===== src/common/wb_pkg.sv =====
package wb_pkg;

    // one manager request, wishbone classic signal set
    typedef struct packed {
        logic [31:0] adr;
        logic [31:0] dat;
        logic [3:0]  sel;
        logic        we;
        logic        stb;
        logic        cyc;
    } wb_req_t;

    // target response back toward the manager
    typedef struct packed {
        logic [31:0] dat;
        logic        ack;
    } wb_rsp_t;

    // decoder target selection
    typedef enum logic [1:0] {
        WB_TGT_SRAM = 2'd0,
        WB_TGT_REGS = 2'd1,
        WB_TGT_NONE = 2'd2
    } wb_tgt_e;

    // address map, 64 KiB regions compared on bits 31..16
    localparam logic [31:0] SRAM_BASE   = 32'h0000_0000;
    localparam logic [31:0] REGS_BASE   = 32'h0001_0000;
    localparam logic [31:0] REGION_MASK = 32'hFFFF_0000;

    // register block contents, offsets in words
    localparam logic [31:0] REG_ID_VALUE    = 32'h5742_0101;
    localparam logic [13:0] REG_ID_OFFSET   = 14'd4;
    localparam logic [13:0] REG_WCNT_OFFSET = 14'd5;

endpackage


===== src/design/wb_addr_decoder.sv =====
`timescale 1ns/1ps

module wb_addr_decoder (
    input  logic            CLK,
    input  logic            nRST,

    // granted cycle from the arbiter
    input  wb_pkg::wb_req_t bus_req,
    output wb_pkg::wb_rsp_t bus_rsp,

    // per-target request and response
    output wb_pkg::wb_req_t sram_req,
    input  wb_pkg::wb_rsp_t sram_rsp,
    output wb_pkg::wb_req_t regs_req,
    input  wb_pkg::wb_rsp_t regs_rsp
);

    import wb_pkg::*;

    wb_tgt_e tgt;
    logic    none_ack;

    // region match on the upper address bits
    always_comb begin
        if ((bus_req.adr & REGION_MASK) == SRAM_BASE) begin
            tgt = WB_TGT_SRAM;
        end else if ((bus_req.adr & REGION_MASK) == REGS_BASE) begin
            tgt = WB_TGT_REGS;
        end else begin
            tgt = WB_TGT_NONE;
        end
    end

    // payload goes to both targets, only the selected one sees strobe
    always_comb begin
        sram_req = bus_req;
        regs_req = bus_req;
        if (tgt != WB_TGT_SRAM) begin
            sram_req.stb = 1'b0;
            sram_req.cyc = 1'b0;
        end
        if (tgt != WB_TGT_REGS) begin
            regs_req.stb = 1'b0;
            regs_req.cyc = 1'b0;
        end
    end

    // unmapped hole answers by itself, one pulse per access
    always_ff @(posedge CLK or negedge nRST) begin
        if (!nRST) begin
            none_ack <= 1'b0;
        end else begin
            none_ack <= bus_req.stb && bus_req.cyc && (tgt == WB_TGT_NONE) && !none_ack;
        end
    end

    // response mux, the address is held until ack so tgt is stable
    always_comb begin
        case (tgt)
            WB_TGT_SRAM: bus_rsp = sram_rsp;
            WB_TGT_REGS: bus_rsp = regs_rsp;
            default: begin
                bus_rsp.dat = '0;
                bus_rsp.ack = none_ack;
            end
        endcase
    end

endmodule


===== config.mk =====
export PLATFORM = sky130hd
export DESIGN_NAME = wb_addr_decoder
export DESIGN_NICKNAME = d
export VERILOG_FILES = /design/src/common/wb_pkg.sv /design/src/design/wb_addr_decoder.sv
export SDC_FILE = /design/constraint.sdc
export NUM_CORES = 1
export LEC_CHECK = 0
export ABC_AREA = 1
export BUFFER_PORTS_ARGS = -buffer_cell sky130_fd_sc_hd__buf_2
export CAP_MARGIN = 25
export CORE_AREA = 4 4 121 123
export CTS_CLUSTER_DIAMETER = 80
export DETAILED_ROUTE_END_ITERATION = 8
export DIE_AREA = 0 0 125 127
export PLACE_DENSITY = 0.5
export SLEW_MARGIN = 30
export SYNTH_ARGS = -nofsm -noshare
export SYNTH_HDL_FRONTEND = slang
export SYNTH_SLANG_ARGS = --single-unit
export TNS_END_PERCENT = 10

===== constraint.sdc =====
create_clock -name CLK -period 1.9 [get_ports CLK]
set_input_delay 0.095 -clock CLK [delete_from_list [all_inputs] [get_ports CLK]]
set_output_delay 0.095 -clock CLK [all_outputs]
set_load 0.1 [all_outputs]

* After elaboration in Yosys (flattened, before gate mapping)
Index checks and enable logic that the tools add are counted.
** Cells by class
- Mux-type cells :: 5
- Equal/unequal tests :: 4
- Reductions and logical operators :: 7
** Operators by type and width (number)
- 33-bit one-hot mux with 2 select lines :: 1
- 32-bit logical NOT :: 1
- 16-bit by 1-bit equality test with 1-bit output (second input constant) :: 1
- 2-bit 2-to-1 mux :: 4
- 1-bit logical AND :: 3
- 2-bit by 1-bit equality test with 1-bit output (second input constant) :: 1
- 2-bit equality test (second input constant) :: 1
- 2-bit logical NOT :: 1
- 2-bit by 1-bit != test with 1-bit output (second input constant) :: 1
- 2-bit nonzero test :: 1
- 1-bit logical NOT :: 1
** Storage, ports and cells
- Logic and storage cells :: 17
- Flip-flop bits (word level) :: 1

* Longest topological paths before layout
- Word-level depth :: 6
- Mapped depth :: 9

* Worst setup path before layout
OpenSTA, ideal clock, no wires.
- Path type :: input port to output port
- Start point :: input port bus_req[62] (netlist bit)
- End point :: output port sram_req[0] (netlist bit)
- Slack :: -23 ps
- Required time :: 1805 ps
- Arrival :: 1828 ps
- Stages on the path :: 5
- Cells stage by stage :: nor2_1 nand2_1 nor2_2 nand2_1 nor2_1
** RTL lines
- start, declared :: RTL line wb_addr_decoder.sv:8 : input wb_pkg::wb_req_t bus_req,
- end, declared :: RTL line wb_addr_decoder.sv:12 : output wb_pkg::wb_req_t sram_req,

==> metrics.txt <==
# TYPE chip_impl_metric gauge
chip_impl_metric{name="grtUsageTotal",unit="%"} 7.51
chip_impl_metric{name="post-route-drc-count",unit=""} 0
chip_impl_metric{name="post_synth_inst_count",unit=""} 279
chip_impl_metric{name="antenna_cells_inserted",unit=""} 0
chip_impl_metric{name="layout-drive-gt1-share",unit="%"} 56.0
chip_impl_metric{name="rrSetupSlack",unit="ns"} 1.13
chip_impl_info{name="setup.worst_path.end",value="bus_rsp[23]"} 1
chip_impl_info{name="critPathLaunch",value="bus_req[68]"} 1
chip_impl_metric{name="fin_setup_tns",unit="ns"} 0
chip_impl_metric{name="grt-ovfl-total",unit=""} 0
chip_impl_metric{name="synthesis.nets",unit=""} 418
chip_impl_metric{name="routed_via_density",unit=""} 3.32
chip_impl_metric{name="cp.required",unit="ns"} 1.80
chip_impl_metric{name="antenna_found_initial",unit=""} 1
chip_impl_metric{name="postCtsSetupRepairBufs",unit=""} 0
chip_impl_info{name="busiest_layer",value="met2"} 1
chip_impl_metric{name="final_min_period_over_clock_period",unit="%"} 81.9
chip_impl_metric{name="ant_nets",unit=""} 0
chip_impl_info{name="outcome",value="finished clean"} 1
chip_impl_metric{name="die_area",unit="sq um"} 15900
chip_impl_metric{name="max_cap_violations",unit=""} 0
chip_impl_metric{name="leak",unit="nW"} 1.15
chip_impl_metric{name="global_route.usage.met2",unit="%"} 14.0
chip_impl_info{name="r2r_start",value="none_ack"} 1
chip_impl_metric{name="post_cts_resize_count",unit=""} 0
chip_impl_metric{name="reg2reg_depth",unit=""} 2
chip_impl_info{name="timing.hold.worst.class",value="primary input to output port"} 1
chip_impl_metric{name="rows",unit=""} 43
chip_impl_metric{name="grt_pass1_vias",unit=""} 1639
chip_impl_metric{name="setup_viol_count_final",unit=""} 0
chip_impl_info{name="worst_setup_path_start_kind",value="primary input"} 1
chip_impl_metric{name="dp_hpwl",unit="um"} 6080
chip_impl_metric{name="pwr_density_cell",unit="nW/um^2"} 202
chip_impl_info{name="endpoint_kind_of_the_worst_setup_timing_path",value="output port"} 1
chip_impl_info{name="critical_path_class",value="primary input to output port"} 1
chip_impl_metric{name="layout.cell_area.non_filler",unit="sq um"} 2200
chip_impl_metric{name="syn_avg_cell_area",unit="sq um"} 6.01
chip_impl_metric{name="ios",unit=""} 314
chip_impl_info{name="largestRegisters",value="none_ack: 1 flops"} 1
chip_impl_metric{name="postRouteWirelength",unit="um"} 6720
chip_impl_metric{name="synth-seq-cells",unit=""} 1
chip_impl_metric{name="max-vdd-ir-drop",unit="mV"} 0.133
chip_impl_metric{name="met1_capacity_usage_during_global_routing",unit="%"} 7.32
chip_impl_metric{name="gp_routability_congestion",unit=""} 0.675
chip_impl_metric{name="timing.final.crit_period",unit="ns"} 1.56
chip_impl_metric{name="cp_data_arrival_time",unit="ns"} 1.46
chip_impl_info{name="worstReg2RegEnd",value="none_ack"} 1
chip_impl_metric{name="routed-via-count",unit=""} 1570
chip_impl_info{name="max_flop_register",value="none_ack"} 1
chip_impl_metric{name="die_x",unit="um"} 125
chip_impl_metric{name="post_synth_instance_area",unit="sq um"} 1680
chip_impl_metric{name="worst_pin_slew",unit="ns"} 0.504
chip_impl_metric{name="timing.slew.headroom",unit="%"} 66.6
chip_impl_metric{name="met3_usage",unit="%"} 2.01
chip_impl_metric{name="largest_reg_flops",unit=""} 1
chip_impl_metric{name="finalMaxSlewViolations",unit=""} 0
chip_impl_info{name="rsz0062_at_grt",value="no"} 1
chip_impl_metric{name="max_clock_freq",unit="MHz"} 642
chip_impl_metric{name="synthToLayoutAreaGrowth",unit="%"} 31.1
chip_impl_metric{name="wl_per_cell",unit="um"} 14.2
chip_impl_metric{name="post_synth_num_cell_types",unit=""} 14
chip_impl_metric{name="total_of_buffers_placed_on_input_and_output_ports",unit=""} 154
chip_impl_metric{name="worst-path-max-fanout",unit=""} 14
chip_impl_metric{name="sequential_share_of_the_synthesized_area",unit="%"} 1.49
chip_impl_metric{name="placed_area",unit="sq um"} 2190
chip_impl_metric{name="die_height",unit="um"} 127
chip_impl_metric{name="drt-pass1-iter-count",unit=""} 4
chip_impl_metric{name="detailedRoute.firstIterationViolations",unit=""} 28
chip_impl_metric{name="final_hold_viol_count",unit=""} 0
chip_impl_metric{name="ys.warnings.count",unit=""} 0
chip_impl_metric{name="core",unit="sq um"} 13700
chip_impl_metric{name="grt_pass1_wl",unit="um"} 9450
chip_impl_metric{name="final.setup_skew",unit="ns"} 0
chip_impl_metric{name="final_net_count",unit=""} 434
chip_impl_metric{name="clock_insertion_delay_worst_skew",unit="ns"} 0
chip_impl_metric{name="initial_core_util",unit="%"} 12.3
chip_impl_metric{name="grt_max_degree",unit=""} 19
==> placed cells by master (no fill, tap or decap) <==
cell type      synthesis  layout
inv_1                  4       4
nor2_4                 1       2
and3_1                 1       1
dfrtp_1                1       1
buf_2                  6     118
nor3_1                 1       1
buf_12                 0      38
nor2_1                14      14
clkinv_2               1       1
buf_4                138       4
nand2_2                1       1
nand3_1               35      35
dlygate4sd3_1          0       1
nand2_1               72      72
==> critical path, cell delays in order <==
cell	delay, ns
buf_2	0.12
nor2_1	0.10
nand2_1	0.11
nor2_4	0.21
nand2_2	0.13
clkinv_2	0.09
buf_4	0.21
nand2_1	0.07
nand2_1	0.12
buf_12	0.19
==> cells in the mapped netlist (all sizes together) <==
cell	n	area, sq um
and3	1	6.26
inv	4	15.0
clkinv	1	5.00
nand3	35	175
nor2	16	70.1
buf	147	1100
nor3	1	5.00
nand2	73	277
dfrtp	1	25.0
==> cells by family after synthesis <==
| logic type | count (synthesis) | share of synthesized area, % |
|---|---|---|
| flops | 1 | 1.49 |
| simple gates | 126 | 31.8 |
| buf+inv | 152 | 66.7 |
==> metrics by stage <==
stage / instances / hold WS, ns / util, % / worst slack (ns) / total power, W
after floorplan: 279 / -0.201 / - / -0.0230 / 0.00142
after global placement: 472 / -0.130 / 16.0 / 0.245 / 0.000445
after detailed placement: 472 / -0.128 / 16.0 / 0.278 / 0.000446
after CTS: 473 / 0.191 / 16.1 / 0.273 / 0.000449
after global routing: 473 / 0.190 / 16.1 / 0.156 / 0.000464
final: 473 / 0.190 / 16.1 / 0.344 / 0.000444
==> report_power, final <==
| part | switching, W | leakage [nW] | internal, W |
|---|---|---|---|
| sequential | 0.000000723 | 0.0131 | 0.0000229 |
| combinational | 0.000329 | 1.14 | 0.0000916 |
| clock | 0 | 0 | 0 |
| total | 0.000330 | 1.15 | 0.000114 |
==> cell type report <==
cell class / count / area, sq um
Inverter: 5 / 20.0
Multi-Input combinational cell: 126 / 538
Fill cell: 1598 / 11500
Tap cell: 180 / 225
Timing Repair Buffer: 161 / 1390
Sequential cell: 1 / 25.0
==> how the worst min path moves through the flow <==
stage	from	slack [ns]	endpoint	cells past startpoint
2_1_floorplan	nRST	-0.20	none_ack	0
3_3_place_gp	nRST	-0.13	none_ack	1
4_1_cts	bus_req[25]	0.19	regs_req[25]	0
5_1_grt	bus_req[8]	0.19	regs_req[8]	0
3_5_place_dp	nRST	-0.13	none_ack	1
6_report	bus_req[50]	0.19	regs_req[50]	0
==> metal layers <==
metal | vias up | wire [um]
met5 | - | 20
met4 | 2 | 476
met3 | 59 | 751
met2 | 105 | 3390
met1 | 650 | 2080
li1 | 754 | -
==> timing repair <==
action                                  4_1_cts  5_1_grt
endpoints found under the setup margin        0        0
hold endpoints to repair                      1        0
hold buffers                                  1        0
(Power assumes the default switching activity.)
