### config.mk
export PLATFORM = sky130hd
export DESIGN_NAME = wb_arbiter
export DESIGN_NICKNAME = d
export VERILOG_FILES = /design/src/common/wb_pkg.sv /design/src/design/wb_arbiter.sv
export SDC_FILE = /design/constraint.sdc
export NUM_CORES = 1
export LEC_CHECK = 0
export BUFFER_PORTS_ARGS = -buffer_cell sky130_fd_sc_hd__buf_2
export CORE_AREA = 3 3 161 163
export DETAILED_ROUTE_END_ITERATION = 7
export DIE_AREA = 0 0 164 166
export HOLD_SLACK_MARGIN = 0.02
export PLACE_DENSITY = 0.35
export SLEW_MARGIN = 20
export SYNTH_ARGS = -nofsm -noshare
export SYNTH_HDL_FRONTEND = slang
export SYNTH_SLANG_ARGS = --single-unit
### constraint.sdc
create_clock -name CLK -period 2.6 [get_ports CLK]
set_input_delay 0.39 -clock CLK [delete_from_list [all_inputs] [get_ports CLK]]
set_output_delay 0.39 -clock CLK [all_outputs]
set_load 0.03 [all_outputs]
### src/common/wb_pkg.sv
package wb_pkg;

    // one manager request, wishbone classic signal set
    typedef struct packed {
        logic [31:0] adr;
        logic [31:0] dat;
        logic [3:0]  sel;
        logic        we;
        logic        stb;
        logic        cyc;
    } wb_req_t;

    // target response back toward the manager
    typedef struct packed {
        logic [31:0] dat;
        logic        ack;
    } wb_rsp_t;

    // decoder target selection
    typedef enum logic [1:0] {
        WB_TGT_SRAM = 2'd0,
        WB_TGT_REGS = 2'd1,
        WB_TGT_NONE = 2'd2
    } wb_tgt_e;

    // address map, 64 KiB regions compared on bits 31..16
    localparam logic [31:0] SRAM_BASE   = 32'h0000_0000;
    localparam logic [31:0] REGS_BASE   = 32'h0001_0000;
    localparam logic [31:0] REGION_MASK = 32'hFFFF_0000;

    // register block contents, offsets in words
    localparam logic [31:0] REG_ID_VALUE    = 32'h5742_0101;
    localparam logic [13:0] REG_ID_OFFSET   = 14'd4;
    localparam logic [13:0] REG_WCNT_OFFSET = 14'd5;

endpackage

### src/design/wb_arbiter.sv
`timescale 1ns/1ps

module wb_arbiter #(
    parameter int NUM_MANAGERS = 3
) (
    input  logic                                  CLK,
    input  logic                                  nRST,

    // one request and one response per manager
    input  wb_pkg::wb_req_t [NUM_MANAGERS-1:0]    mgr_req,
    output wb_pkg::wb_rsp_t [NUM_MANAGERS-1:0]    mgr_rsp,

    // shared bus toward the address decoder
    output wb_pkg::wb_req_t                       bus_req,
    input  wb_pkg::wb_rsp_t                       bus_rsp
);

    // one-hot state, bit 0 is idle and bit i+1 means manager i owns the bus
    localparam logic [NUM_MANAGERS:0] ST_IDLE = 1;

    logic [NUM_MANAGERS:0] state;
    logic [NUM_MANAGERS:0] next_state;

    always_ff @(posedge CLK or negedge nRST) begin
        if (!nRST) begin
            state <= ST_IDLE;
        end else begin
            state <= next_state;
        end
    end

    // request forwarding, response routing and next state
    always_comb begin
        next_state = state;
        bus_req    = '0;
        mgr_rsp    = '0;

        if (state[0]) begin
            // idle: walk from the top down so the lowest index wins
            // the grant is visible on the bus in this same cycle
            for (int i = NUM_MANAGERS - 1; i >= 0; i--) begin
                if (mgr_req[i].stb && mgr_req[i].cyc) begin
                    next_state = ST_IDLE << (i + 1);
                    bus_req    = mgr_req[i];
                end
            end
        end else begin
            // granted: follow the owner until the target acks
            for (int i = 0; i < NUM_MANAGERS; i++) begin
                if (state[i + 1]) begin
                    bus_req    = mgr_req[i];
                    // only the owner sees data and ack
                    mgr_rsp[i] = bus_rsp;
                    if (bus_rsp.ack) begin
                        next_state = ST_IDLE;
                    end
                end
            end
        end
    end

endmodule

; Word-level counts from Yosys, hierarchy flattened
; Cells that the tools add are included.
[totals]
register_bits = 4
latchBits = 0
ramBits = 0
mem_bits_ro = 0
wordCells = 27
n_memories = 0
[op_classes]
add_sub_neg = 0
multipliers = 0
div_mod_pow = 0
n_lt_le_gt_ge = 0
n_eq_ne = 1
n_shift = 0
muxes = 21
bitwise = 0
reduce_logical = 3
[op_table]
columns = operator, n
row1 = $mux W71, 7
row2 = $mux W33, 3
row3 = $mux W99, 1
row4 = $mux W4, 10
row5 = $ne A4 B1 Y1 const B, 1
row6 = $logic_and A1 B1 Y1, 3

; Logic depth before layout (Yosys ltp)
; Gate-level depths: netlist of the first run.
[logic_depth]
depth_word = 7
depth_mapped = 8

; Least setup slack after synthesis of the first run
; Ideal clock, no wire load.
[synth_path]
path_kind = register -> output
start = register state[0]
end = output port bus_req[60] (netlist bit)
arrival_ns = 1.823
t_required_ns = 2.210
slack_ns = 0.387
stages_incl_launch_ff = 9
path_buffers = 5
cell_sequence = dfstp_2 buf_6 nor2b_1 buf_6 a41o_1 buf_2 buf_6 buf_6 a221o_1
[synth_lines]
columns = element, line_no
row1 = "start, declared", wb_arbiter.sv:21  ; logic [NUM_MANAGERS:0] state;
row2 = "start signal, assigned", wb_arbiter.sv:28  ; state <= next_state;
row3 = "end, declared", wb_arbiter.sv:14  ; output wb_pkg::wb_req_t bus_req,

==> results of run 1 <==
-- area by class of cell --
class / instances / area, um^2
Antenna cell: 5 / 12.5
Clock buffer: 4 / 78.8
Fill cell: 2815 / 19500
Inverter: 6 / 22.5
Multi-Input combinational cell: 264 / 2060
Sequential cell: 4 / 101
Tap cell: 324 / 405
Timing Repair Buffer: 432 / 2290
-- metrics by stage --
step                      util (%)  cells  total power, mW  setup slack (ns)
after floorplan                  -    320             1.92             0.387
after global placement        19.7   1027             2.83             0.236
after detailed placement      19.7   1027             2.79             0.245
after CTS                     20.0   1032             3.06           0.00611
after global routing          20.3   1039             3.26           0.00861
final                         20.3   1039             3.05             0.120
-- power groups by stage --
| stage | combinational (mW) | clock, mW | sequential (mW) |
|---|---|---|---|
| 4_1_cts | 2.70 | 0.254 | 0.103 |
| 3_5_place_dp | 2.69 | 0 | 0.104 |
| 3_3_place_gp | 2.72 | 0 | 0.104 |
| 6_report | 2.70 | 0.250 | 0.104 |
| 5_1_grt | 2.89 | 0.258 | 0.106 |
| 2_1_floorplan | 1.84 | 0 | 0.0854 |
-- cell usage after synthesis, types with 2 or more instances --
cell	n
a221o_1	69
a31oi_1	3
nand2_1	3
buf_4	2
o21a_1	69
a221oi_1	2
clkbuf_1	36
buf_6	5
dfrtp_1	3
and2_1	68
inv_1	6
and3_1	35
nor2b_1	2
buf_2	3
nor2_1	2
-- cells by family after synthesis --
logic type      count (synthesis)
compound gates                151
simple gates                  113
buf+inv                        52
flops                           4
-- worst max-delay path: cells and delay by family, from the launching register on --
kind | cells | cell delay (ns)
buf+inv | 2 | 0.40
flops | 1 | 0.63
compound gates | 3 | 0.81
-- final timing paths --
| kind | end | slack, ns | depth (start not counted) |
|---|---|---|---|
| setup reg to reg | state[0] | 1.11 | 3 |
| setup / recovery | bus_req[38] | 0.12 | 5 |
| hold / removal | state[2] | 0.51 | 3 |
| min in group asynchronous | state[1] | 0.55 | 2 |
| max in group asynchronous | state[0] | 1.84 | 2 |
| hold reg to reg | state[3] | 0.68 | 2 |
-- timing repair --
action                                  4_1_cts  5_1_grt
gates resized for setup                       0        1
endpoints found under the setup margin        0       14
hold buffers                                  1        0
endpoints found under the hold margin         3        0
setup buffers                                 0        1
-- layer usage --
layer  up-vias  global-route usage (%)  routed length, um
li1       2041                       -                  -
met4         0                    2.35                189
met5         -                       0                  0
met2       237                    23.1               9610
met1      1893                    13.3               6990
met3        10                    2.54               1460
==> flow_metrics.tcl, run 1 <==
set metrics [dict create \
    clock_latency_ns 0.23 \
    path_max_fanout 29 \
    worstSetupStartpointType "register" \
    yosys_register_bits 4 \
    cts_num_sinks 4 \
    cpMaxStageDelayCell "dfstp_2" \
    critPathArrivalTime_ns 2.09 \
    antenna_found_initial 5 \
    synthAdderAreaFrac_pct 0 \
    clockBufferDepth 2 \
    p_switching_mw 1.81 \
    die_h_um 166 \
    hpwl_um 15100 \
    drc 0 \
    worst_r2r_startpoint "state[0]" \
    area_growth_pct 110 \
    crit_required_ns 2.21 \
    internal_power_mw 1.24 \
    drt.antenna.violating_nets 0 \
    synth-seq-area-share_pct 4.29 \
    clkTransAtPathRegs_ns 0.03 \
    drt-total-wl_um 18200 \
    grt_start_max_net_pins 58 \
    portBuffers 417 \
    worstSetupEndpointType "primary output" \
    synthArstFlopShare_pct 100 \
    die_x_um 164 \
    io_pins 418 \
    synth.area.top_cells "a221o_1 (29%), o21a_1 (22%), and2_1 (18%)" \
    layout_common_cells "buf_2 (417), o21a_1 (69), a221o_1 (69), and2_1 (68), and3_1 (34)" \
    holdCritPathClass "input pin to register" \
    syn_area_mm2 0.00236 \
    fmax_mhz 403 \
    numCtsBuffers 3 \
    largest_reg_flops 4 \
    nets 959 \
    placed_cell_area_mm2 0.00481 \
    worstMarginPinSlew_ns 0.796 \
    top_register "state" \
    synth_top_area_cell "a221o_1" \
    globalplace.congestion 0.803 \
    synth_xor_area_share_pct 0 \
    synthCells 320 \
    cts_tree "yes" \
    synth-edff-count 0 \
    grtUsageTotal_pct 12.0 \
    syn_avg_cell_area_um2 7.39 \
    largestRegisters "state: 4 flops" \
    final_hold_viol_count 0 \
    design_area_mm2 0.00497 \
    max-slew-margin-rel_pct 46.9 \
    combinationalPowerShare_pct 88.4 \
    worstSetupStartpoint "state[0]" \
    fin_setup_tns_ns 0 \
    synth_top_family_by_area "compound AO/OA/AOI/OAI gates" \
    slew_violations 0 \
    viasPerCell 4.02 \
    setup_viol 0 \
    cts_root_buf "clkbuf_16" \
    synth_compound_area_share_pct 55.7 \
    skew_ns 0.00203 \
    final_layout_size_suffix_gt1_share_pct 62.3 \
    drt_iter0_drc 170 \
    die_area_mm2 0.0272 \
    ys.flop_type "dfrtp_1" \
    synth_fp_nets 568 \
    dr.pass1.iters 4 \
    layout_min_cycle_time_ns 2.48 \
    power_density_mw_per_mm2 614 \
    path_cells "a21boi_4 -> a41o_4 -> buf_12 -> a221o_1 -> buf_2" \
    post_drt_wl_per_cell_um 17.6 \
    maxCapViolations 0 \
    slowest_delay_ns 0.63 \
    vias 4181 \
    muxShareOfSynthArea_pct 0 \
    worstSetupPathType "register to primary output" \
    rows 57 \
    grt_pass1_wl_um 25400 \
    pwr-share-clk_pct 8.2 \
    final.period_utilization_pct 95.4 \
    swShare_pct 59.4 \
    grt_pass1_vias 4189 \
    rsz0062_at_grt "false" \
    synth_cell_types 27 \
    synth-simple-area-share_pct 29.7 \
    yosysWarnings 0 \
    outcome "finished, final reports clean" \
    layout_commonest_cell "buf_2" \
    fin_hold_ws_ns 0.506 \
    initial_core_util_pct 9.66 \
    seqPwrFrac_pct 3.4 \
    core_area_mm2 0.0245 \
    p_leak_nw 3.00 \
    worstHoldStart "mgr_req[72]" \
    synth_top_area_share_pct 29.2 \
    ir_drop_uv 273 \
    htree_levels 1 \
    grt_overflow 0 \
]
(Power assumes the default switching activity.)
==> inputs of run 2 (changes only) <==
--- a/config.mk
+++ b/config.mk
@@ -9,6 +9,7 @@
 export CORE_AREA = 3 3 161 163
 export DETAILED_ROUTE_END_ITERATION = 7
 export DIE_AREA = 0 0 164 166
+export GPL_TIMING_DRIVEN = 0
 export HOLD_SLACK_MARGIN = 0.02
 export PLACE_DENSITY = 0.35
 export SLEW_MARGIN = 20
==> run 2 against run 1 <==
Worst hold slack got worse by 0.047 ns. Highest routed layer is now met5. Clock-buffer cell count unchanged. Design area rose by 6.4%. Sequential power fell by 13%. Fmax shrank 2.4%.
==> flow_metrics.tcl, run 2 (synthesized netlist as in run 1, its figures left out) <==
set metrics [dict create \
    place_ws_ns -0.313 \
    internal_power_mw 1.43 \
    critPathArrivalTime_ns 2.15 \
    p_leak_nw 3.16 \
    seq_area_um2 101 \
    area_growth_pct 124 \
    combinationalPowerShare_pct 89.8 \
    drt.antenna.violating_nets 0 \
    die_area_mm2 0.0272 \
    fmax_mhz 393 \
    drt_iter0_drc 187 \
    cpMaxStageDelayCell "dfstp_2" \
    nets 998 \
    grt_overflow 0 \
    portBuffers 417 \
    grt_pass1_wl_um 27500 \
    postLayoutSetupSlackWorst_ns 0.0580 \
    outcome "finished, final reports clean" \
    worstSetupStartpointType "register" \
    rows 57 \
    worstSetupStartpoint "state[0]" \
    numCtsBuffers 3 \
    clock_latency_ns 0.23 \
    rsz0062_at_grt "true" \
    crit_required_ns 2.21 \
    final_layout_size_suffix_gt1_share_pct 62.2 \
    layout.filler_cells 2818 \
    cts_root_buf "clkbuf_16" \
    seqPwrFrac_pct 2.7 \
    skew_ns 0.00307 \
    holdCritPathClass "input pin to register" \
    p_switching_mw 1.90 \
    worstMarginPinSlew_ns 0.494 \
    viasPerCell 4.12 \
    final.period_utilization_pct 97.8 \
    dr.pass1.iters 6 \
    antenna_found_initial 3 \
    worstSetupPathType "register to primary output" \
    grt_pass1_vias 4443 \
    post_drt_wl_per_cell_um 18.2 \
    pwr-share-clk_pct 7.5 \
    drt-total-wl_um 19600 \
    maxCapViolations 0 \
    grtUsageTotal_pct 13.1 \
    final_core_util_pct 21.6 \
    ir_drop_uv 267 \
    layout_common_cells "buf_2 (400), o21a_1 (69), a221o_1 (69), and2_1 (68), and3_1 (34)" \
    hpwl_um 16900 \
    cts_num_sinks 4 \
    power_density_mw_per_mm2 629 \
    largestRegisters "state: 4 flops" \
    reg2reg_to "state[2]" \
    clockBufferDepth 2 \
    cts_tree "yes" \
    grt_start_max_net_pins 11 \
    globalplace.congestion 0.822 \
    design_area_mm2 0.00529 \
    path_max_fanout 10 \
    top_register "state" \
    worstSetupEndpointType "primary output" \
    placed_cell_area_mm2 0.00486 \
    core_area_mm2 0.0245 \
    critPathCapture "bus_req[60]" \
    path_cells "buf_6 -> nor4b_4 -> buf_4 -> clkbuf_4 -> buf_4 -> o21a_1 -> a221o_1 -> buf_6" \
    setup_viol 0 \
    die_x_um 164 \
    die_h_um 166 \
    rr_worst_depth 6 \
    swShare_pct 57.1 \
    multi_input_area_mm2 0.00205 \
    regToRegSetupSlack_ns 1.13 \
    clkTransAtPathRegs_ns 0.03 \
    fin_hold_ws_ns 0.460 \
    htree_levels 1 \
    slowest_delay_ns 0.52 \
    layout_commonest_cell "buf_2" \
    io_pins 418 \
    max-slew-margin-rel_pct 67.0 \
    worst_r2r_startpoint "state[0]" \
    slew_violations 0 \
    final_hold_viol_count 0 \
    initial_core_util_pct 9.66 \
    largest_reg_flops 4 \
    layout_min_cycle_time_ns 2.54 \
    finalPower_mw 3.33 \
    drc 0 \
    vias 4427 \
]
[run 2: worst min-delay path by stage]
stage / depth (start not counted) / to / start
finish: 3 / state[2] / mgr_req[71]
global placement: 1 / state[2] / nRST
detailed placement: 1 / state[2] / nRST
global route: 3 / state[2] / mgr_req[71]
floorplan: 0 / state[1] / nRST
CTS: 3 / state[2] / mgr_req[71]
[run 2: area by class of cell]
type / instances / share of cell area [%]
diodes: 1 / 0.0473
plain buffers: 43 / 5.89
flip-flops and latches: 4 / 1.92
clock buffers: 4 / 1.49
inverters: 6 / 0.426
repair buffers: 428 / 43.8
well taps: 324 / 7.67
multi-input cells: 264 / 38.7
[run 2: worst max-delay path, delay by kind of cell (launching register included)]
kind / cells / cell delay [ns]
AOI/OAI and AO/OA: 2 / 0.46
buffers and inverters: 5 / 0.88
DFF: 1 / 0.52
and+or+nand+nor: 1 / 0.05
[run 2: repair_timing]
action                     4_1_cts  5_1_grt
buffers inserted                 4        4
gates cloned                     1        1
hold buffers                     1        0
setup endpoints to repair       69       66
pin swaps                       18        2
gates resized for setup         73       21
hold endpoints to repair         3        0
[run 2: power by group through the flow]
stage | sequential [mW] | combinational, mW | clock, mW
final | 0.0901 | 2.99 | 0.248
after global routing | 0.0925 | 3.19 | 0.257
after CTS | 0.0896 | 2.98 | 0.253
after detailed placement | 0.0894 | 2.77 | 0
after global placement | 0.0879 | 2.79 | 0
after floorplan | 0.0854 | 1.84 | 0
[run 2: metrics by stage]
stage | instances | TNS [ns]
detailed placement | 1061 | -14.36
finish | 1074 | 0
CTS | 1070 | 0
global placement | 1061 | -17.34
global route | 1074 | -0.00162
floorplan | 320 | 0
[run 2: per-layer routing]
metal | part of all wire [%] | track usage (%) | wire, um
met4 | 0.86 | 1.66 | 168
met2 | 53 | 25.6 | 10300
met3 | 8.5 | 2.79 | 1660
met5 | 0.14 | 0 | 27
met1 | 38 | 14.6 | 7440
