===== config.mk =====
export PLATFORM = sky130hd
export DESIGN_NAME = wb_reg_block
export DESIGN_NICKNAME = d
export VERILOG_FILES = /design/src/common/wb_pkg.sv /design/src/design/wb_reg_block.sv
export SDC_FILE = /design/constraint.sdc
export NUM_CORES = 1
export LEC_CHECK = 0
export ABC_AREA = 0
export BUFFER_PORTS_ARGS = -buffer_cell sky130_fd_sc_hd__buf_2
export CORE_MARGIN = 3
export CORE_UTILIZATION = 62
export DETAILED_ROUTE_END_ITERATION = 6
export GPL_TIMING_DRIVEN = 0
export MAX_ROUTING_LAYER = met4
export PLACE_DENSITY = 0.89
export SLEW_MARGIN = 10
export SYNTH_ARGS = -nofsm -noshare
export SYNTH_HDL_FRONTEND = slang
export SYNTH_SLANG_ARGS = --single-unit

===== constraint.sdc =====
create_clock -name CLK -period 6.15 [get_ports CLK]
set_input_delay 1.23 -clock CLK [delete_from_list [all_inputs] [get_ports CLK]]
set_output_delay 1.23 -clock CLK [all_outputs]
set_load 0.01 [all_outputs]

===== src/common/wb_pkg.sv =====
package wb_pkg;

    // one manager request, wishbone classic signal set
    typedef struct packed {
        logic [31:0] adr;
        logic [31:0] dat;
        logic [3:0]  sel;
        logic        we;
        logic        stb;
        logic        cyc;
    } wb_req_t;

    // target response back toward the manager
    typedef struct packed {
        logic [31:0] dat;
        logic        ack;
    } wb_rsp_t;

    // decoder target selection
    typedef enum logic [1:0] {
        WB_TGT_SRAM = 2'd0,
        WB_TGT_REGS = 2'd1,
        WB_TGT_NONE = 2'd2
    } wb_tgt_e;

    // address map, 64 KiB regions compared on bits 31..16
    localparam logic [31:0] SRAM_BASE   = 32'h0000_0000;
    localparam logic [31:0] REGS_BASE   = 32'h0001_0000;
    localparam logic [31:0] REGION_MASK = 32'hFFFF_0000;

    // register block contents, offsets in words
    localparam logic [31:0] REG_ID_VALUE    = 32'h5742_0101;
    localparam logic [13:0] REG_ID_OFFSET   = 14'd4;
    localparam logic [13:0] REG_WCNT_OFFSET = 14'd5;

endpackage


===== src/design/wb_reg_block.sv =====
`timescale 1ns/1ps

module wb_reg_block (
    input  logic            CLK,
    input  logic            nRST,
    input  wb_pkg::wb_req_t req,
    output wb_pkg::wb_rsp_t rsp
);

    import wb_pkg::*;

    logic [3:0][31:0] scratch;
    logic [31:0]      wcnt;
    logic [13:0]      word_off;
    logic             access;
    logic             ack_q;
    logic [31:0]      rdata;
    logic [31:0]      rdata_q;

    // word offset within the 64 KiB region
    assign word_off = req.adr[15:2];
    assign access   = req.stb && req.cyc && !ack_q;

    // read mux, unused offsets return zero
    always_comb begin
        if (word_off < 14'd4) begin
            rdata = scratch[word_off[1:0]];
        end else if (word_off == REG_ID_OFFSET) begin
            rdata = REG_ID_VALUE;
        end else if (word_off == REG_WCNT_OFFSET) begin
            rdata = wcnt;
        end else begin
            rdata = '0;
        end
    end

    // control and register state
    always_ff @(posedge CLK or negedge nRST) begin
        if (!nRST) begin
            ack_q   <= 1'b0;
            scratch <= '0;
            wcnt    <= '0;
        end else begin
            ack_q <= access;
            if (access && req.we) begin
                // counts every write, also to id, counter and holes
                wcnt <= wcnt + 32'd1;
                if (word_off < 14'd4) begin
                    for (int b = 0; b < 4; b++) begin
                        if (req.sel[b]) begin
                            scratch[word_off[1:0]][b*8 +: 8] <= req.dat[b*8 +: 8];
                        end
                    end
                end
            end
        end
    end

    // read data held with the ack
    always_ff @(posedge CLK) begin
        if (access) begin
            rdata_q <= rdata;
        end
    end

    assign rsp.dat = rdata_q;
    assign rsp.ack = ack_q;

endmodule


# Word level (Yosys, flattened, before mapping)
# Cells that the tools add are included.
# classes
n_addsub	1
magnitude_cmp	3
n_eq_ne	2
n_mux	27
reduce_logical	6
# ops
op	count
2-to-1 mux 128 bit	10
bitwise mux 128 bit	4
demux 32 bit (select 2 bit)	4
2-to-1 mux 32 bit	5
binary-select mux 32 bit (select 2 bit)	1
adder 32 x 1 -> 32 bit (second input constant)	1
equality test 14 x 3 -> 1 bit (second input constant)	2
2-to-1 mux 24 bit	1
2-to-1 mux 16 bit	1
< comparator 14 x 3 -> 1 bit (second input constant)	1
2-to-1 mux 8 bit	1
logical AND 1 bit	4
< comparator 2 x 3 -> 1 bit (second input constant)	1
greater-or-equal comparator 2 x 1 -> 1 bit (second input constant)	1
AND reduction 2 bit	1
zero test 1 bit	1
# word_totals
ff_bits	193
inputBits	73
out_inout_bits	33
wordCells	46

# Depth between registers and ports, before layout
# Gate-level depths: netlist of run 1.
# depth
depth_word	18
ltp_mapped	6
depth_no_buf	6

# Least setup slack after synthesis of run 1
# OpenSTA, ideal clock, no wires.
# synth_timing
path_kind	input port to flip-flop
startpoint	input port req[1] in the netlist's numbering
endpoint	register rdata_q[0] (enable)
setup_time_ns	0.423
arrival_time_ns	2.664
t_required_ns	5.727
path_slack_ns	3.064
cell_stages	2
path_buffers	0
path_cell_list	nand2_1 > nor2_1
# synth_via
elab_chain_cells	2
# synth_rtl
item	line_no	source
start, declared	wb_reg_block.sv:6	input wb_pkg::wb_req_t req,
logical AND 1 bit (2 in a row)	wb_reg_block.sv:22	assign access = req.stb && req.cyc && !ack_q;
via access	wb_reg_block.sv:15	logic access;
end signal, assigned	wb_reg_block.sv:62	rdata_q <= rdata;
end, declared	wb_reg_block.sv:18	logic [31:0] rdata_q;
# The timed path passes the listed nets, and every way through them passes these cells.
# A chain may end at the register's enable or synchronous reset.

# Final worst setup path of run 1
# layout_timing
startpoint	input port req[41] in the netlist's numbering
endpoint	register rdata_q[15] (data pin)
# layout_via
elab_chain_cells	4
word_cells_on_any_way	8
cone_classes	order compare (1); eq/ne (2); mux (5)
# layout_rtl
item	line_no	source
branches (longest 3 deep; another with < comparator 14 x 3 -> 1 bit)	-	
2-to-1 mux 32 bit (*)	wb_reg_block.sv:26	if (word_off < 14'd4) begin
via rdata[15]	wb_reg_block.sv:17	logic [31:0] rdata;
# Mark *: on every way through the listed nets, which the timed path passes. The select of a mux whose other input is x is not followed.

==> results.md, run 1 <==
* # Post-CTS Setup Buffers at 0
* First-pass GRT wire length at 30100 um
* Post-Layout Cell Count at 863
* Largest net degree at the start of global routing at 97
* Top delay family on crit path: buffers and inverters
* Max Cap Viol at 0
* Vias in the first global route at 5540
* Commonest non-fill, non-tap cell in the layout: dfrtp_1
* DP Wirelength at 12700 um
* Setup tns final at 0 ns
* CP endpoint kind: register
* Leak at 4.71 nW
* Hold path cells at 1
* Placed cell count at 831
* Cells after Synth at 567
* Crit path max fanout at 10
* Gpl congestion at 0.925
* Max-slew headroom at 0.331
* Router iterations before antenna repair at 7
* Vias per inst at 6.19
* Cell internal pwr at 2.09 mW
* Vias at 5342
* # rows at 42
* Critical path type: in -> reg
* Sequential power share at 0.503
* Switching share of total power at 0.217
* Root Driver: clkbuf_16
* Mapped Area at 8560 um2
* Post-synth cell types at 34
* Most frequent cells in the layout: dfrtp_1, mux2_2, buf_2
* Crit path launch: req[41]
* CP Depth at 5
* Clk pin slew, worst setup/hold paths at 0.07 ns
* Clock Tree Buf Depth at 2
* #FFs+latches synth at 193
* PostCTS Resize Cnt at 0
* CTS tree: yes
* Fin Clk Skew at 0.00550 ns
* Core area at 13400 um2
* Clock share of power at 0.442
* Kind of launch point of the worst setup path: input pin
* Vert. Die Dim at 124 um
* Routed WL per cell at 21.8 um
* Synth top area cells: dfrtp_1, mux2_2, edfxtp_1, mux4_2, mux2_1
* Post-route ant nets at 0
* First DRT Iteration DRCs at 594
* Num CTS Buffers at 17
* Synthesis Warnings at 0
* Clk Latency, worst-skew pair at 0.43 ns
* Grt total ovfl at 0
* Worst reg2reg path endpoint: wcnt[27]$_DFFE_PN0P_
* Post-route clock period utilization at 0.508
* Fmax at 0.320 GHz
* Final Hold Violating Endpoints at 0
* CP max stage cell: buf_1
* Share of layout cells above drive strength 1 at 0.399
* WL final at 18800 um
* Fin nets at 748
* Die area at 15300 um2
* Top cell type's share of synthesized area at 0.470
* R2r setup slk at 3.55 ns
* Area Growth Syn to Fin at 15.5%
* P per Cell Area at 270 nW/um2
* Critical path endpoint: rdata_q[15]$_DFFE_PN_
* Gr usage total at 0.274
* Post-route DRC at 0
* Sequential share of the synthesized area at 0.583
* Syn avg cell area at 15.1 um2
* IO Pins at 106
* Status: finished clean
* Critical Path Max Stage Delay at 0.78 ns
* Ant diodes at 0
* WP data required at 6.34 ns
* Comb power frac at 0.055
* WP data arrival at 3.31 ns
* Die Wd at 124 um
* IO Port Bufs at 87
* RSZ-0062 raised after global routing: no
* CP Cell Sequence: buf_2 > buf_4 > buf_1 > mux4_2 > a32o_1
* Clock net sink count at 193
* Area leader, netlist: dfrtp_1
* CP Buf/Inv Count at 3
* Hold buffers post-CTS at 0
* Net Count, Synth at 641
* Initial antenna violation count at 0
* H-tree levels at 4
* Slew @ Worst Pin at 1.00 ns
* Initial core utilization at 0.639
* RR Startpoint: ack_q$_DFF_PN0_
* Slew Viols, Final at 0
* Reg2Reg Depth at 5
* Type of the most critical hold path: reg -> reg
* VDD IR-drop max at 0.000186 V
* Min Tclk post-route at 3.13 ns
* Psw at 0.578 mW
* Final setup vio count at 0
-- cell families (layout without fill, tap and decap cells) --
group / Yosys count / count (layout) / synth area share
and+or+nand+nor: 104 / 104 / 0.0691
AOI/OAI and AO/OA: 32 / 32 / 0.0321
buffers and inverters: 37 / 157 / 0.0199
muxes: 169 / 169 / 0.263
xor gates and xnor gates: 31 / 31 / 0.0317
DFF: 193 / 193 / 0.583
adders and majority gates: 1 / 1 / 0.00146
-- cells in the mapped netlist --
| master | count |
|---|---|
| mux2_2 | 96 |
| edfxtp_1 | 32 |
| nand3_4 | 4 |
| a32o_1 | 23 |
| and2_1 | 4 |
| or4_1 | 2 |
| a21oi_1 | 9 |
| nor2_1 | 24 |
| buf_1 | 3 |
| mux2i_1 | 9 |
| nand2_2 | 12 |
| nor3_1 | 11 |
| nand2_1 | 17 |
| clkbuf_1 | 11 |
| nor4_2 | 1 |
| nor4_1 | 4 |
| buf_2 | 4 |
| nand4_1 | 8 |
| inv_1 | 12 |
| xnor2_1 | 21 |
| ha_1 | 1 |
| and4b_1 | 1 |
| and4bb_1 | 1 |
| nand4b_1 | 1 |
| or3_1 | 1 |
| buf_4 | 7 |
| mux4_2 | 32 |
| xor2_1 | 10 |
| nor2b_1 | 2 |
| nand3_1 | 9 |
| mux2_1 | 32 |
| and4_1 | 1 |
| dfrtp_1 | 161 |
| and3_1 | 1 |
-- flip-flops by register name (all words and copies together) (netlist names) --
register and flops:
scratch 128, rdata_q 32, wcnt 32, ack_q 1
-- power by group through the flow --
| stage | clock, mW | combinational (mW) | sequential, mW |
|---|---|---|---|
| final | 1.18 | 0.146 | 1.34 |
| after global routing | 1.25 | 0.160 | 1.35 |
| after floorplan | 0 | 0.0668 | 1.37 |
| after detailed placement | 0 | 0.144 | 1.37 |
| after global placement | 0 | 0.134 | 1.37 |
| after CTS | 1.19 | 0.147 | 1.34 |
-- layer usage --
metal / up-vias / wire, um / track usage
met4: 0 / 438 / 0.0927
met5: - / 0 / -
met3: 39 / 1150 / 0.0631
met1: 2745 / 7870 / 0.362
met2: 223 / 9380 / 0.426
li1: 2335 / - / -
-- stage by stage --
stage,power (mW),util,instance area (um2),hold WS (ns),setup slack [ns]
5_1_grt,2.75,0.738,9890,0.508,2.89
3_3_place_gp,1.50,0.688,9220,0.462,1.70
3_5_place_dp,1.51,0.691,9260,0.477,2.57
6_report,2.67,0.738,9890,0.493,3.02
2_1_floorplan,1.43,-,8560,0.442,3.06
4_1_cts,2.68,0.738,9890,0.491,3.00
-- cell type report --
class / instances / area (um2)
multi-input combinational: 337 / 3410
tap: 176 / 220
clock buffer: 19 / 433
inverter: 12 / 45.0
timing repair buffer: 88 / 473
fill: 802 / 3510
sequential: 193 / 4990
clock inverter: 13 / 191
buffer: 25 / 125
-- worst min path at each step --
stage | endpoint | from | slack (ns)
after floorplan | wcnt[31]$_DFFE_PN0P_ | wcnt[31]$_DFFE_PN0P_ | 0.44
after global placement | wcnt[24]$_DFFE_PN0P_ | wcnt[24]$_DFFE_PN0P_ | 0.46
after detailed placement | scratch[98]$_DFFE_PN0P_ | scratch[98]$_DFFE_PN0P_ | 0.48
after CTS | scratch[98]$_DFFE_PN0P_ | scratch[98]$_DFFE_PN0P_ | 0.49
after global routing | scratch[107]$_DFFE_PN0P_ | scratch[107]$_DFFE_PN0P_ | 0.51
final | scratch[120]$_DFFE_PN0P_ | scratch[120]$_DFFE_PN0P_ | 0.49
No activity file was read; power rests on OpenSTA's default activity.
==> run 2, diff against run 1 <==
--- a/config.mk
+++ b/config.mk
@@ -8,11 +8,11 @@
 export ABC_AREA = 0
 export BUFFER_PORTS_ARGS = -buffer_cell sky130_fd_sc_hd__buf_2
 export CORE_MARGIN = 3
-export CORE_UTILIZATION = 62
+export CORE_UTILIZATION = 58
 export DETAILED_ROUTE_END_ITERATION = 6
 export GPL_TIMING_DRIVEN = 0
 export MAX_ROUTING_LAYER = met4
-export PLACE_DENSITY = 0.89
+export PLACE_DENSITY = 0.85
 export SLEW_MARGIN = 10
 export SYNTH_ARGS = -nofsm -noshare
 export SYNTH_HDL_FRONTEND = slang
==> constraint.sdc (replaced) <==
create_clock -name CLK -period 2.9 [get_ports CLK]
set_input_delay 0.58 -clock CLK [delete_from_list [all_inputs] [get_ports CLK]]
set_output_delay 0.58 -clock CLK [all_outputs]
set_load 0.01 [all_outputs]
==> run 2 against run 1 <==
Compared with the run above: die area rose by 6.6%; wire length grew 1.0%; cell count rose by 0.46%; total power grew 110%; critical path depth is the same; sequential share of layout area barely moved; via count shrank 0.92%; critical endpoint is now wcnt[26]$_DFFE_PN0P_; highest routed layer unchanged.
==> results.md, run 2 (synthesized netlist as in run 1, its figures left out) <==
* Status: finished clean
* Vias per inst at 6.10 (-1.4%)
* WP data arrival at 2.95 ns (-0.36 ns)
* VDD IR-drop max at 0.000402 V (+120%)
* Most frequent cells in the layout: dfrtp_1, mux2_2, buf_2
* Final Util at 0.699 (-0.0393)
* Fill count at 909 (+13%)
* Vias in the first global route at 5620 (+1.4%)
* Reg2Reg Depth at 5 (unchanged)
* Core area at 14100 um2 (+5.6%)
* Die area at 16300 um2 (+6.6%)
* WL final at 19000 um (+1.0%)
* Num CTS Buffers at 17 (unchanged)
* Max Cap Viol at 0 (unchanged)
* CTS tree: yes
* DP Wirelength at 13100 um (+2.8%)
* WP data required at 3.26 ns (-3.08 ns)
* Commonest non-fill, non-tap cell in the layout: dfrtp_1
* RR Startpoint: ack_q$_DFF_PN0_
* Critical path type: reg -> reg
* Post-Layout Cell Count at 867 (+0.46%)
* Placed cell count at 835 (+0.48%)
* P per Cell Area at 565 nW/um2 (+110%)
* Clock Tree Buf Depth at 2 (unchanged)
* Hold buffers post-CTS at 0 (unchanged)
* R2r setup slk at 0.31 ns (-3.24 ns)
* H-tree levels at 4 (unchanged)
* CP endpoint kind: register
* Final Hold Violating Endpoints at 0 (unchanged)
* PostCTS Resize Cnt at 0 (unchanged)
* Slew @ Worst Pin at 1.01 ns (+0.00974 ns)
* # rows at 43 (+2.4%)
* Router iterations before antenna repair at 5 (-2)
* Leak at 4.70 nW (-0.18%)
* Largest registers: scratch (128), rdata_q (32), wcnt (32)
* Max-slew headroom at 0.324 (-0.00649)
* IO Pins at 106 (unchanged)
* Post-route DRC at 0 (unchanged)
* Area Growth Syn to Fin at 15.4% (about the same)
* Gr usage total at 0.255 (-0.0190)
* Slew Viols, Final at 0 (unchanged)
* Initial antenna violation count at 0 (unchanged)
* Vias at 5293 (-0.92%)
* Fin Clk Skew at 0.00559 ns (+0.0000867 ns)
* First-pass GRT wire length at 30600 um (+1.5%)
* Post-route clock period utilization at 0.894
* Clk Latency, worst-skew pair at 0.43 ns (about the same)
* Post-route ant nets at 0 (unchanged)
* Biggest register: scratch
* Min Tclk post-route at 2.59 ns
* Grt total ovfl at 0 (unchanged)
* Worst reg2reg path endpoint: wcnt[26]$_DFFE_PN0P_
* RSZ-0062 raised after global routing: no
* Max reg flops at 128 (unchanged)
* Kind of launch point of the worst setup path: register
* Gpl congestion at 0.929 (+0.44%)
* Ant diodes at 0 (unchanged)
* Cell Area, Placed at 9270 um2 (about the same)
* Final instance area at 9890 um2 (about the same)
* Fmax at 0.386 GHz
* # Post-CTS Setup Buffers at 0 (unchanged)
* Final setup vio count at 0 (unchanged)
* Clk pin slew, worst setup/hold paths at 0.07 ns (about the same)
* Die Wd at 128 um (+3.2%)
* Worst slack, placed at -0.0975 ns (-2.67 ns)
* First DRT Iteration DRCs at 466 (-22%)
* Largest net degree at the start of global routing at 102 (+5.2%)
* Crit path max fanout at 6 (-4)
* Clock net sink count at 193 (unchanged)
* Vert. Die Dim at 128 um (+3.2%)
* Initial core utilization at 0.605 (-0.0338)
* Type of the most critical hold path: in -> async
* Routed WL per cell at 21.9 um (+0.55%)
* Fin nets at 748 (unchanged)
* Root Driver: clkbuf_16
* Share of layout cells above drive strength 1 at 0.400 (+0.00146)
* Total power at 5.59 mW (+110%)
* PnR worst setup slack at 0.306 ns (-2.72 ns)
* IO Port Bufs at 87 (unchanged)
==> run 2: worst max path at each step <==
stage | start | end | slack, ns | cells past startpoint
floorplan | req[1] | rdata_q[0]$_DFFE_PN_ | 0.46 | 2
global placement | nRST | scratch[20]$_DFFE_PN0P_ | -0.88 | 1
detailed placement | req[41] | rdata_q[14]$_DFFE_PN_ | -0.1 | 5
CTS | req[41] | rdata_q[14]$_DFFE_PN_ | 0.37 | 5
global route | ack_q$_DFF_PN0_ | wcnt[26]$_DFFE_PN0P_ | 0.06 | 5
finish | ack_q$_DFF_PN0_ | wcnt[26]$_DFFE_PN0P_ | 0.31 | 5
==> run 2: per-layer routing <==
metal | wire [um] | global-route usage | part of all wire | vias to the layer above
met3 | 990 | 0.0577 | 0.052 | 29
met1 | 7940 | 0.328 | 0.42 | 2775
met5 | 0 | - | 0 | -
met2 | 9750 | 0.413 | 0.51 | 166
met4 | 340 | 0.0713 | 0.018 | 0
li1 | - | - | - | 2323
==> run 2: worst max-delay path, stage by stage, from the launching register on <==
cell	delay, ns
dfrtp_1	0.43
nand4b_1	0.38
nor4_1	0.80
nand4_1	0.43
nor3_1	0.32
xnor2_1	0.15
==> run 2: cell type report <==
cell class              count  area [um2]  area share
flip-flops and latches    193        4990       0.505
multi-input cells         337        3410       0.345
clock buffers              23         488      0.0494
repair buffers             88         473      0.0478
well taps                 180         225      0.0228
clock inverters             9         129      0.0130
plain buffers              25         125      0.0127
inverters                  12        45.0     0.00456
==> run 2: stage by stage <==
| step | hold WS (ns) | TNS, ns |
|---|---|---|
| floorplan | 0.284 | 0 |
| global placement | 0.462 | -144.31 |
| detailed placement | 0.469 | -0.483 |
| CTS | 0.0843 | 0 |
| global route | 0.0844 | 0 |
| finish | 0.0700 | 0 |
==> run 2: report_power, final <==
| group | total (mW) | leakage, nW | switching [mW] | internal [mW] |
|---|---|---|---|---|
| logic | 0.308 | 1.88 | 0.197 | 0.111 |
| registers | 2.85 | 2.52 | 0.0484 | 2.80 |
| clock network | 2.43 | 0.299 | 0.983 | 1.45 |
==> run 3, diff against run 2 <==
--- a/config.mk
+++ b/config.mk
@@ -12,7 +12,7 @@
 export DETAILED_ROUTE_END_ITERATION = 6
 export GPL_TIMING_DRIVEN = 0
 export MAX_ROUTING_LAYER = met4
-export PLACE_DENSITY = 0.85
+export PLACE_DENSITY = 0.83
 export SLEW_MARGIN = 10
 export SYNTH_ARGS = -nofsm -noshare
 export SYNTH_HDL_FRONTEND = slang
==> run 3 against run 2 <==
Compared with the run above: wire length is 3.7% lower; cell count is 0.23% higher; clock skew increased by 0.0012 ns; first-iteration DRC count decreased by 3.0%; count of clock-buffer cells in the layout down 3; non-clock buffer count stayed put; critical path depth did not move; worst hold slack got worse by 0.048 ns; core utilization decreased by 0.088 points; highest routed layer unchanged; design area shrank 0.13%.
==> results.md, run 3 (synthesized netlist as in run 1, its figures left out) <==
* Status: finished clean
* Critical path endpoint: rdata_q[14]$_DFFE_PN_
* Num CTS Buffers at 17 (unchanged)
* WL final at 18300 um (-3.7%)
* Kind of launch point of the worst setup path: input pin
* Sequential power share at 0.518 (+0.008)
* Largest net degree at the start of global routing at 120 (+18%)
* RR Startpoint: ack_q$_DFF_PN0_
* IO Pins at 106 (unchanged)
* Gr usage total at 0.246 (-0.00922)
* Initial antenna violation count at 2 (+2)
* Initial core utilization at 0.605 (unchanged)
* Grt total ovfl at 0 (unchanged)
* Type of the most critical hold path: in -> async
* Max reg flops at 128 (unchanged)
* Min Tclk post-route at 2.55 ns (-0.0444 ns)
* Commonest non-fill, non-tap cell in the layout: dfrtp_1
* Share of layout cells above drive strength 1 at 0.400 (unchanged)
* Post-route DRC at 0 (unchanged)
* Area Growth Syn to Fin at 15.3%
* WP data arrival at 2.74 ns (-0.21 ns)
* Clock net sink count at 193 (unchanged)
* VDD IR-drop max at 0.000373 V (-7.1%)
* Clock Tree Buf Depth at 2 (unchanged)
* R2r setup slk at 0.36 ns (+0.05 ns)
* Gpl congestion at 0.917 (-1.3%)
* Biggest register: scratch
* Hold buffers post-CTS at 0 (unchanged)
* CTS tree: yes
* Most frequent cells in the layout: dfrtp_1, mux2_2, buf_2
* RSZ-0062 raised after global routing: no
* Core area at 14100 um2 (unchanged)
* Vias in the first global route at 5559 (-1.1%)
* Critical path type: in -> reg
* Reg2Reg Depth at 5 (unchanged)
* Slew @ Worst Pin at 1.08 ns (+0.0622 ns)
* Crit path max fanout at 10 (+4)
* Clk pin slew, worst setup/hold paths at 0.07 ns (about the same)
* Fill count at 920 (+1.2%)
* # Post-CTS Setup Buffers at 0 (unchanged)
* Die area at 16300 um2 (unchanged)
* Clk Latency, worst-skew pair at 0.44 ns (about the same)
* Clock share of power at 0.427 (-0.008)
* First DRT Iteration DRCs at 452 (-3.0%)
* Largest registers: scratch (128), rdata_q (32), wcnt (32)
* Setup tns final at 0 ns (unchanged)
* First-pass GRT wire length at 29500 um (-3.4%)
* H-tree levels at 4 (unchanged)
* IO Port Bufs at 87 (unchanged)
* Cell Area, Placed at 9270 um2 (unchanged)
* WP data required at 3.09 ns (-0.17 ns)
* Crit path launch: req[41]
* PostCTS Resize Cnt at 0 (unchanged)
* Fin Clk Skew at 0.00677 ns (+0.00118 ns)
* Fin Hold WS at 0.0223 ns (-0.0477 ns)
* Leak at 4.69 nW (-0.16%)
* P per Cell Area at 557 nW/um2 (-1.4%)
* Fin nets at 748 (unchanged)
* Max Cap Viol at 0 (unchanged)
* Cell internal pwr at 4.25 mW (-2.5%)
* Router iterations before antenna repair at 5 (unchanged)
* Routed WL per cell at 21.1 um (-3.9%)
* CP endpoint kind: register
* Final instance area at 9870 um2 (-0.13%)
* Final Hold Violating Endpoints at 0 (unchanged)
* Comb power frac at 0.055 (about the same)
* Final setup vio count at 0 (unchanged)
* Vias at 5324 (+0.59%)
* Fmax at 0.392 GHz (+1.7%)
* Worst reg2reg path endpoint: wcnt[30]$_DFFE_PN0P_
* Max-slew headroom at 0.283 (-0.0415)
* Switching share of total power at 0.227 (+0.00750)
* Post-route ant nets at 0 (unchanged)
* Die Wd at 128 um (unchanged)
* Psw at 1.25 mW (+1.8%)
* DP Wirelength at 13000 um (-0.63%)
* Post-route clock period utilization at 0.879 (-0.0153)
* Slew Viols, Final at 0 (unchanged)
* Vias per inst at 6.13 (+0.35%)
* # rows at 43 (unchanged)
* Root Driver: clkbuf_16
* Vert. Die Dim at 128 um (unchanged)
## run 3: power groups by stage
| stage | Clock [mW] | Combinational, mW | Sequential [mW] |
|---|---|---|---|
| finish | 2.35 | 0.303 | 2.85 |
| global route | 2.49 | 0.339 | 2.85 |
| CTS | 2.37 | 0.308 | 2.85 |
| detailed placement | 0 | 0.308 | 2.90 |
| global placement | 0 | 0.285 | 2.90 |
| floorplan | 0 | 0.142 | 2.90 |
## run 3: critical path, cell delays in order
cell,delay [ns]
buf_2,0.12
buf_4,0.22
buf_1,0.82
mux4_2,0.67
a32o_1,0.31
## run 3: area by class of cell
type	count	area, um2	area share
diodes	2	5.00	0.000507
well taps	180	225	0.0228
inverters	12	45.0	0.00456
clock buffers	20	467	0.0473
clock inverters	12	133	0.0134
multi-input cells	337	3410	0.345
repair buffers	88	473	0.0479
plain buffers	25	125	0.0127
flip-flops and latches	193	4990	0.505
## run 3: worst min-delay path by stage
stage / from / endpoint / slack (ns) / cells past startpoint
2_1_floorplan: nRST / ack_q$_DFF_PN0_ / 0.28 / 0
3_3_place_gp: wcnt[24]$_DFFE_PN0P_ / wcnt[24]$_DFFE_PN0P_ / 0.46 / 1
3_5_place_dp: wcnt[24]$_DFFE_PN0P_ / wcnt[24]$_DFFE_PN0P_ / 0.47 / 1
4_1_cts: nRST / scratch[12]$_DFFE_PN0P_ / 0.03 / 1
5_1_grt: nRST / scratch[12]$_DFFE_PN0P_ / 0.03 / 1
6_report: nRST / scratch[12]$_DFFE_PN0P_ / 0.02 / 1
## run 3: metal layers
metal / up-vias / global-route usage / wire (um)
met5: - / - / 0
met4: 0 / 0.0896 / 337
met3: 41 / 0.0543 / 1110
met2: 199 / 0.382 / 9100
met1: 2750 / 0.322 / 7780
li1: 2334 / - / -
## run 3: stage by stage
stage          worst slack, ns  total power, mW   util  instances
2_1_floorplan            0.464             3.04      -        567
4_1_cts                  0.329             5.52  0.697        867
3_3_place_gp            -0.882             3.18  0.652        834
5_1_grt                 0.0752             5.68  0.698        869
3_5_place_dp            -0.128             3.21  0.655        835
6_report                 0.351             5.50  0.698        869
